File: config.mk
export PLATFORM = sky130hd
export DESIGN_NAME = apb_crc_top
export DESIGN_NICKNAME = d
export VERILOG_FILES = /design/src/verilog/apb_regs_pkg.sv /design/src/verilog/crc_pkg.sv /design/src/verilog/apb_if.sv /design/src/verilog/crc_req_if.sv /design/src/verilog/apb_crc_regs.sv /design/src/verilog/apb_crc_top.sv /design/src/verilog/crc32_engine.sv /design/src/verilog/crc_result_collect.sv
export SDC_FILE = /design/constraint.sdc
export NUM_CORES = 1
export LEC_CHECK = 0
export BUFFER_PORTS_ARGS = -buffer_cell sky130_fd_sc_hd__buf_2
export CORE_ASPECT_RATIO = 0.8
export CORE_MARGIN = 8
export CORE_UTILIZATION = 56
export CTS_BUF_LIST = sky130_fd_sc_hd__clkbuf_2
export DETAILED_ROUTE_END_ITERATION = 10
export GPL_ROUTABILITY_DRIVEN = 0
export PLACE_DENSITY = 0.86
export SLEW_MARGIN = 15
export SYNTH_ARGS = -nofsm -noshare
export SYNTH_HDL_FRONTEND = slang
export SYNTH_SLANG_ARGS = --single-unit
File: constraint.sdc
create_clock -name clk_i -period 3.36 [get_ports clk_i]
set_clock_uncertainty 0.2 [all_clocks]
set_input_delay 0 -clock clk_i [delete_from_list [all_inputs] [get_ports clk_i]]
set_output_delay 0 -clock clk_i [all_outputs]
set_load 0.02 [all_outputs]
File: src/verilog/apb_regs_pkg.sv
// APB register map
package apb_regs_pkg;

    localparam int APB_ADDR_WIDTH = 12;
    localparam int APB_DATA_WIDTH = 32;
    localparam int WR_REG_NUM     = 2;
    localparam int RD_REG_NUM     = 3;
    localparam int ADDR_OFFSET    = APB_DATA_WIDTH / 8;

    // Write side
    localparam int REG_CTRL   = 0;
    localparam int REG_DATA   = 4;
    // Read side
    localparam int REG_RESULT = 0;
    localparam int REG_COUNT  = 4;
    localparam int REG_STATUS = 8;

    localparam int CTRL_NEW_MSG = 0;
    localparam int CTRL_IRQ_EN  = 1;
    localparam int STAT_BUSY    = 0;
    localparam int STAT_DONE    = 1;

    typedef logic [APB_ADDR_WIDTH-1:0] apb_addr_t;
    typedef logic [APB_DATA_WIDTH-1:0] apb_data_t;
    typedef logic [RD_REG_NUM-1:0][APB_DATA_WIDTH-1:0] rd_regs_t;
    typedef logic [RD_REG_NUM-1:0] rd_valid_t;
    typedef logic [15:0] word_cnt_t;

endpackage

File: src/verilog/crc_pkg.sv
// CRC-32 definitions
package crc_pkg;

    localparam int CRC_WIDTH      = 32;
    localparam int BYTE_WIDTH     = 8;
    localparam int BYTES_PER_WORD = 4;

    typedef logic [CRC_WIDTH-1:0] crc_t;
    typedef logic [BYTES_PER_WORD*BYTE_WIDTH-1:0] crc_word_t;
    typedef logic [$clog2(BYTES_PER_WORD)-1:0] byte_cnt_t;

    // Reflected form of 04C11DB7
    localparam crc_t CRC_POLY    = 32'hEDB8_8320;
    localparam crc_t CRC_INIT    = 32'hFFFF_FFFF;
    localparam crc_t CRC_XOR_OUT = 32'hFFFF_FFFF;

    typedef enum logic [1:0] {
        IDLE,
        SHIFT,  // One byte per cycle
        ACK
    } engine_state_t;

endpackage

File: src/verilog/apb_if.sv
// APB bus
interface apb_if
    import apb_regs_pkg::*;
();

    apb_addr_t paddr;
    logic      psel;
    logic      penable;
    logic      pwrite;
    apb_data_t pwdata;
    apb_data_t prdata;
    logic      pready;
    logic      pslverr;

    modport master(
        output paddr, psel, penable, pwrite, pwdata,
        input prdata, pready, pslverr
    );

    modport slave(
        input paddr, psel, penable, pwrite, pwdata,
        output prdata, pready, pslverr
    );

endinterface

File: src/verilog/crc_req_if.sv
// Word request handshake
interface crc_req_if
    import crc_pkg::*;
();

    logic      req;
    logic      ack;
    crc_word_t word;
    logic      first;   // Restart from CRC_INIT
    crc_t      result;  // Running value before final XOR

    modport src(
        output req, word, first,
        input ack, result
    );

    modport dst(
        input req, word, first,
        output ack, result
    );

    modport mon(
        input req, ack, word, first, result
    );

endinterface

File: src/verilog/apb_crc_regs.sv
// APB register file for CRC unit
module apb_crc_regs
    import apb_regs_pkg::*;
(
    input  logic      clk_i,
    input  logic      rstn_i,
    apb_if.slave      s_apb,
    crc_req_if.src    req,
    input  rd_regs_t  rd_regs_i,
    input  rd_valid_t rd_valid_i,
    output logic      new_msg_o,
    output logic      irq_en_o
);

    logic [WR_REG_NUM-1:0] wr_sel;
    logic                  access;
    logic                  stall;
    logic                  accept;
    logic                  write;
    logic                  read;
    logic                  ctrl_wr;
    logic                  data_wr;
    logic                  first_pending;

    rd_regs_t  rd_regs_q;
    rd_valid_t rd_valid_q;
    rd_regs_t  rd_bank;

    assign s_apb.pslverr = 1'b0;

    always_comb begin
        for (int i = 0; i < WR_REG_NUM; i++) begin
            wr_sel[i] = (s_apb.paddr == apb_addr_t'(i * ADDR_OFFSET));
        end
    end

    assign access = s_apb.psel & s_apb.penable;
    // Hold off DATA writes until the previous handshake is over
    assign stall  = s_apb.pwrite & wr_sel[REG_DATA / ADDR_OFFSET] & (req.req | req.ack);
    assign accept = access & ~s_apb.pready & ~stall;
    assign write  = accept & s_apb.pwrite;
    assign read   = accept & ~s_apb.pwrite;

    assign ctrl_wr = write & wr_sel[REG_CTRL / ADDR_OFFSET];
    assign data_wr = write & wr_sel[REG_DATA / ADDR_OFFSET];

    always_ff @(posedge clk_i) begin
        if (!rstn_i) begin
            s_apb.pready  <= 1'b0;
            req.req       <= 1'b0;
            req.first     <= 1'b0;
            new_msg_o     <= 1'b0;
            irq_en_o      <= 1'b0;
            first_pending <= 1'b1;  // Fresh message after reset
        end else begin
            s_apb.pready <= accept;
            new_msg_o    <= 1'b0;
            if (ctrl_wr) begin
                irq_en_o  <= s_apb.pwdata[CTRL_IRQ_EN];
                new_msg_o <= s_apb.pwdata[CTRL_NEW_MSG];
                if (s_apb.pwdata[CTRL_NEW_MSG]) begin
                    first_pending <= 1'b1;
                end
            end
            if (data_wr) begin
                req.req       <= 1'b1;
                req.first     <= first_pending;
                first_pending <= 1'b0;
            end else if (req.ack) begin
                req.req <= 1'b0;
            end
        end
    end

    always_ff @(posedge clk_i) begin
        if (data_wr) begin
            req.word <= s_apb.pwdata;
        end
    end

    // Read-back path through one register stage into the bank
    always_ff @(posedge clk_i) begin
        rd_regs_q <= rd_regs_i;
        if (!rstn_i) begin
            rd_valid_q <= '0;
            rd_bank    <= '0;
        end else begin
            rd_valid_q <= rd_valid_i;
            for (int i = 0; i < RD_REG_NUM; i++) begin
                if (rd_valid_q[i]) begin
                    rd_bank[i] <= rd_regs_q[i];
                end
            end
        end
    end

    always_ff @(posedge clk_i) begin
        if (read) begin
            s_apb.prdata <= '0;  // Unmapped reads give zero
            for (int i = 0; i < RD_REG_NUM; i++) begin
                if (s_apb.paddr == apb_addr_t'(i * ADDR_OFFSET)) begin
                    s_apb.prdata <= rd_bank[i];
                end
            end
        end
    end

    a_req_hold: assert property (@(posedge clk_i) disable iff (!rstn_i)
        req.req && !req.ack |=> req.req && $stable(req.word) && $stable(req.first));

endmodule

File: src/verilog/apb_crc_top.sv
// APB CRC-32 peripheral
module apb_crc_top
    import apb_regs_pkg::*;
(
    input  logic      clk_i,
    input  logic      rstn_i,
    input  apb_addr_t paddr_i,
    input  logic      psel_i,
    input  logic      penable_i,
    input  logic      pwrite_i,
    input  apb_data_t pwdata_i,
    output apb_data_t prdata_o,
    output logic      pready_o,
    output logic      pslverr_o,
    output logic      irq_o
);

    apb_if     apb_bus ();
    crc_req_if crc_req ();

    rd_regs_t  rd_regs;
    rd_valid_t rd_valid;
    logic      new_msg;
    logic      irq_en;

    // Master side from the pins
    assign apb_bus.paddr   = paddr_i;
    assign apb_bus.psel    = psel_i;
    assign apb_bus.penable = penable_i;
    assign apb_bus.pwrite  = pwrite_i;
    assign apb_bus.pwdata  = pwdata_i;
    assign prdata_o        = apb_bus.prdata;
    assign pready_o        = apb_bus.pready;
    assign pslverr_o       = apb_bus.pslverr;

    apb_crc_regs u_regs (
        .clk_i      (clk_i),
        .rstn_i     (rstn_i),
        .s_apb      (apb_bus.slave),
        .req        (crc_req.src),
        .rd_regs_i  (rd_regs),
        .rd_valid_i (rd_valid),
        .new_msg_o  (new_msg),
        .irq_en_o   (irq_en)
    );

    crc32_engine u_engine (.clk_i(clk_i), .rstn_i(rstn_i), .req(crc_req.dst));

    crc_result_collect u_collect (
        .clk_i      (clk_i),
        .rstn_i     (rstn_i),
        .mon        (crc_req.mon),
        .new_msg_i  (new_msg),
        .irq_en_i   (irq_en),
        .rd_regs_o  (rd_regs),
        .rd_valid_o (rd_valid),
        .irq_o      (irq_o)
    );

endmodule

File: src/verilog/crc32_engine.sv
// Byte-serial CRC-32 engine
module crc32_engine
    import crc_pkg::*;
(
    input logic    clk_i,
    input logic    rstn_i,
    crc_req_if.dst req
);

    engine_state_t state;
    crc_t          crc_q;
    crc_word_t     word_q;
    byte_cnt_t     byte_idx;

    function automatic crc_t crc_byte(crc_t crc_in, logic [BYTE_WIDTH-1:0] data);
        crc_t c;
        c = crc_in ^ crc_t'(data);
        for (int b = 0; b < BYTE_WIDTH; b++) begin
            c = c[0] ? ((c >> 1) ^ CRC_POLY) : (c >> 1);
        end
        return c;
    endfunction

    assign req.result = crc_q;

    always_ff @(posedge clk_i) begin
        if (!rstn_i) begin
            state    <= IDLE;
            req.ack  <= 1'b0;
            crc_q    <= CRC_INIT;
            byte_idx <= '0;
        end else begin
            case (state)
                IDLE: begin
                    if (req.req) begin
                        crc_q    <= req.first ? CRC_INIT : crc_q;
                        byte_idx <= '0;
                        state    <= SHIFT;
                    end
                end
                SHIFT: begin
                    crc_q    <= crc_byte(crc_q, word_q[BYTE_WIDTH-1:0]);  // LSB first
                    byte_idx <= byte_idx + 1'b1;
                    if (byte_idx == byte_cnt_t'(BYTES_PER_WORD - 1)) begin
                        req.ack <= 1'b1;
                        state   <= ACK;
                    end
                end
                ACK: begin
                    if (!req.req) begin
                        req.ack <= 1'b0;
                        state   <= IDLE;
                    end
                end
                default: state <= IDLE;
            endcase
        end
    end

    always_ff @(posedge clk_i) begin
        if (state == IDLE && req.req) begin
            word_q <= req.word;
        end else if (state == SHIFT) begin
            word_q <= word_q >> BYTE_WIDTH;
        end
    end

    a_ack_needs_req: assert property (@(posedge clk_i) disable iff (!rstn_i)
        $rose(req.ack) |-> req.req);

endmodule

File: src/verilog/crc_result_collect.sv
// CRC result and status collector
module crc_result_collect
    import crc_pkg::*;
    import apb_regs_pkg::*;
(
    input  logic      clk_i,
    input  logic      rstn_i,
    crc_req_if.mon    mon,
    input  logic      new_msg_i,
    input  logic      irq_en_i,
    output rd_regs_t  rd_regs_o,
    output rd_valid_t rd_valid_o,
    output logic      irq_o
);

    logic      ack_d;
    logic      ack_rise;
    crc_t      crc_q;
    word_cnt_t count_q;
    logic      done_q;
    rd_regs_t  rd_cur;
    rd_regs_t  rd_prev;

    assign ack_rise = mon.ack & ~ack_d;

    always_ff @(posedge clk_i) begin
        if (!rstn_i) begin
            ack_d   <= 1'b0;
            crc_q   <= '0;
            count_q <= '0;
            done_q  <= 1'b0;
            irq_o   <= 1'b0;
            rd_prev <= '0;
        end else begin
            ack_d   <= mon.ack;
            rd_prev <= rd_cur;
            irq_o   <= new_msg_i ? 1'b0 : (done_q & irq_en_i);
            if (new_msg_i) begin
                count_q <= '0;
                done_q  <= 1'b0;
            end else if (ack_rise) begin
                crc_q   <= mon.result ^ CRC_XOR_OUT;
                count_q <= count_q + 1'b1;
                done_q  <= 1'b1;
            end
        end
    end

    always_comb begin
        rd_cur = '0;
        rd_cur[REG_RESULT / ADDR_OFFSET] = crc_q;
        rd_cur[REG_COUNT / ADDR_OFFSET][$bits(word_cnt_t)-1:0] = count_q;
        rd_cur[REG_STATUS / ADDR_OFFSET][STAT_BUSY] = mon.req | mon.ack;
        rd_cur[REG_STATUS / ADDR_OFFSET][STAT_DONE] = done_q;
    end

    assign rd_regs_o = rd_cur;

    always_comb begin
        for (int i = 0; i < RD_REG_NUM; i++) begin
            rd_valid_o[i] = (rd_cur[i] != rd_prev[i]);  // Strobe on change
        end
    end

    a_count_cause: assert property (@(posedge clk_i) disable iff (!rstn_i)
        $changed(count_q) |-> $past(new_msg_i | (ack_rise & mon.req)));

endmodule
==> results.cfg <==
[status]
status = finished, final reports clean

[sta]
fin_crit_sh_pct = 98.8
rsz0062_at_grt = false
drv_slew = 0
finalCriticalPeriod_ps = 3320
finalSetupViolCount = 0
clock.fmax_mhz = 301
holdWs_ps = 170
setup_tns_ps = 0
worst_slew_margin_rel_pct = 30.3
tightestPinTransition_ps = 1040
hold_viol_final = 0

[clocking]
cts.sinks = 343
clk_latency_ps = 870
cts_buffers = 79
cts-root-buf = clkbuf_2
cts_htree_levels = 3
clock_path_buffers = 3
clk_pin_slew_ps = 140
cts_tree = done
cts_resized = 0

[finish]
multiInputGateArea_um2 = 4560
register_area_um2 = 7830
nFillCells = 1576
drive_gt1_share_pct = 21.2
area_growth_pct = 18.8
nNetsFinal = 1260

[synth]
async_flop_share_pct = 0
synth_seq_cells = 343
synth.distinct_cells = 52
yosysTopAreaCellShare_pct = 39.3
yosysSeqAreaShare_pct = 62.3
synth_fp_nets = 1045
synth-edff-count = 96
netlist_top_cells_area = dfxtp_1, edfxtp_1, xnor2_1
syn_inst = 994
syn_area_per_cell_um2 = 12.6
synth-main-ff-cell = dfxtp_1
yosysWarnings = 0
syn_area_um2 = 12600
synth_largest_area_cell = dfxtp_1

[drt]
drt-pass1-iter-count = 5
ant_nets = 0
drt_iter0_drc = 499
routed_via_density = 5.03
wl_um = 25400
num_vias = 7942
wl_per_cell_um = 16.1
drc = 0

[power]
p_per_area_nw_per_um2 = 470
p_leak_nw = 5.83
p_total_mw = 7.02
vdd_drop_max_mv = 0.331

[setup_path]
crit_family = buffers and inverters
crit_top_cell = dlygate4sd3_1
crit_path_max_fanout = 18
cp_slowest_cell = dlygate4sd3_1
cp.arrival_ps = 3860
cpPeakStageDelay_ps = 630
critPathCaptureType = flip-flop
cp_num_buf_inv = 6
critPathKind = in -> reg
crit_chain = dlygate4sd3_1 > buf_2 > dlygate4sd3_1 > or4b_4 > dlygate4sd3_1 > nor3_4 > buf_4 > nand2_1 > a21oi_1 > dlygate4sd3_1
crit_required_ps = 3900
critPathLaunchType = input port

[global_route]
grt_pass1_wl_um = 41600
grt-ovfl-total = 0
grt_max_degree = 113
antenna_found_initial = 1
first_global_vias = 8180
grt_usage_pct = 18.9

[floorplanning]
start_util_pct = 56.5
placementRows = 49
io_pins = 84
core-area_um2 = 22300
die_w_um = 184
dieArea_um2 = 27500
die_h_um = 150

[min_path]
hp-class = reg -> reg

[place]
portBuffers = 82
dpl.hpwl_um = 14700

[flow_run]
maxCapViolations = 0
cell usage after synthesis (all sizes together) (13+ instances only):
cell type	number
nor2	42
edfxtp	96
nor2b	57
mux2	24
xor2	21
o22ai	15
o211a	31
mux2i	54
and2	79
nand4	17
dfxtp	247
xnor2	114
buf	18
a21oi	18
nand2	58
clkbuf	32
a22o	13
per-layer routing:
metal | vias to the layer above | wire length, um | GRT usage, %
met1 | 3775 | 11200 | 23.1
li1 | 3895 | - | -
met3 | 54 | 1410 | 5.46
met5 | - | 0 | 0
met4 | 0 | 643 | 8.28
met2 | 218 | 12200 | 30.9
worst reg2reg max path: cells and delay by family (launching register included):
kind | cells | cell delay, ps
mux | 1 | 270
flops | 1 | 500
buf+inv | 1 | 470
simple gates | 3 | 750
power breakdown:
part | internal (mW) | total (mW) | leakage (nW) | switching [mW]
clock network | 0.979 | 2.58 | 0.553 | 1.60
registers | 4.24 | 4.24 | 2.82 | 0.00216
logic | 0.108 | 0.196 | 2.46 | 0.0875
total | 5.33 | 7.02 | 5.83 | 1.69
through the flow:
step / util (%) / area [um2] / setup WS (ps) / instances
finish: 67.1 / 14900 / 41.8 / 1578
floorplan: - / 12600 / 33.9 / 994
CTS: 67.1 / 14900 / 267 / 1577
detailed placement: 59.6 / 13300 / 1030 / 1340
global placement: 59.6 / 13300 / 1070 / 1340
global route: 67.1 / 14900 / 46.2 / 1578
registers in the layout (all words and copies together) (netlist names), 2 cells and up:
register and cells:
u_collect.count_q 16, u_collect.crc_q 32, u_collect.rd_prev 50, u_engine.byte_idx 2, u_engine.req.result 32, u_engine.state 2, u_engine.word_q 32, u_regs.rd_bank 50
u_regs.rd_regs_q 50, u_regs.rd_valid_q 3, u_regs.req.word 32, u_regs.s_apb.prdata 32
cells in the final DEF, fill, tap and decap left out, types with 2 or more instances in the layout:
cell and instances:
xor2_1 19, nor2b_1 56, dfxtp_1 246, buf_12 2, a22o_1 13, dlygate4sd3_1 93
ha_1 2, clkbuf_2 122, nand3b_1 2, nor3b_1 2, buf_4 8, or3_1 2
nand2_1 58, mux2_2 23, inv_1 3, and3_1 3, xnor2_2 8, edfxtp_1 96
o211a_1 31, nand4_1 17, inv_6 3, buf_2 81, nand3_1 5, o21ai_0 6
or2_2 2, a21boi_0 3, nor2_1 42, clkinv_1 13, o22ai_1 15, xnor2_4 5
a21oi_1 18, o22a_1 6, clkinvlp_4 2, xor2_4 2, nand2b_1 2, nor4_1 2
and2_1 79, mux2i_1 54, xnor2_1 101
area by class of cell:
class	instances	share of cell area, %
Multi-Input combinational cell	598	30.5
Timing Repair Buffer	184	9.61
Inverter	3	0.0754
Antenna cell	1	0.0167
Tap cell	306	2.56
Sequential cell	343	52.4
Clock buffer	122	4.09
Clock inverter	21	0.720
repair_timing:
action / CTS / global route
endpoints found under the hold margin: 325 / 0
buffers inserted: 0 / 0
hold buffers: 94 / 0
cells by family after synthesis:
kind of cell    synth area share [%]
compound gates                  6.05
xor+xnor                        10.9
fa+ha+maj                      0.199
buf+inv                         1.68
flops                           62.3
mux                             6.45
other cells                   0.0298
simple gates                    12.4
final timing paths:
check	slack [ps]	depth (start not counted)	end	from
min reg2reg	170	0	u_regs.rd_regs_q[30]$_DFF_P_	u_collect.crc_q[30]$_SDFFE_PN0P_
min	170	0	u_regs.rd_regs_q[30]$_DFF_P_	u_collect.crc_q[30]$_SDFFE_PN0P_
max reg2reg	1100	5	u_collect.crc_q[31]$_SDFFE_PN0P_	u_engine.req.ack$_SDFFE_PN0P_
max	40	10	u_regs.s_apb.prdata[1]$_DFFE_PP_	paddr_i[3]
Note: power is estimated with default switching activity, not from simulation.
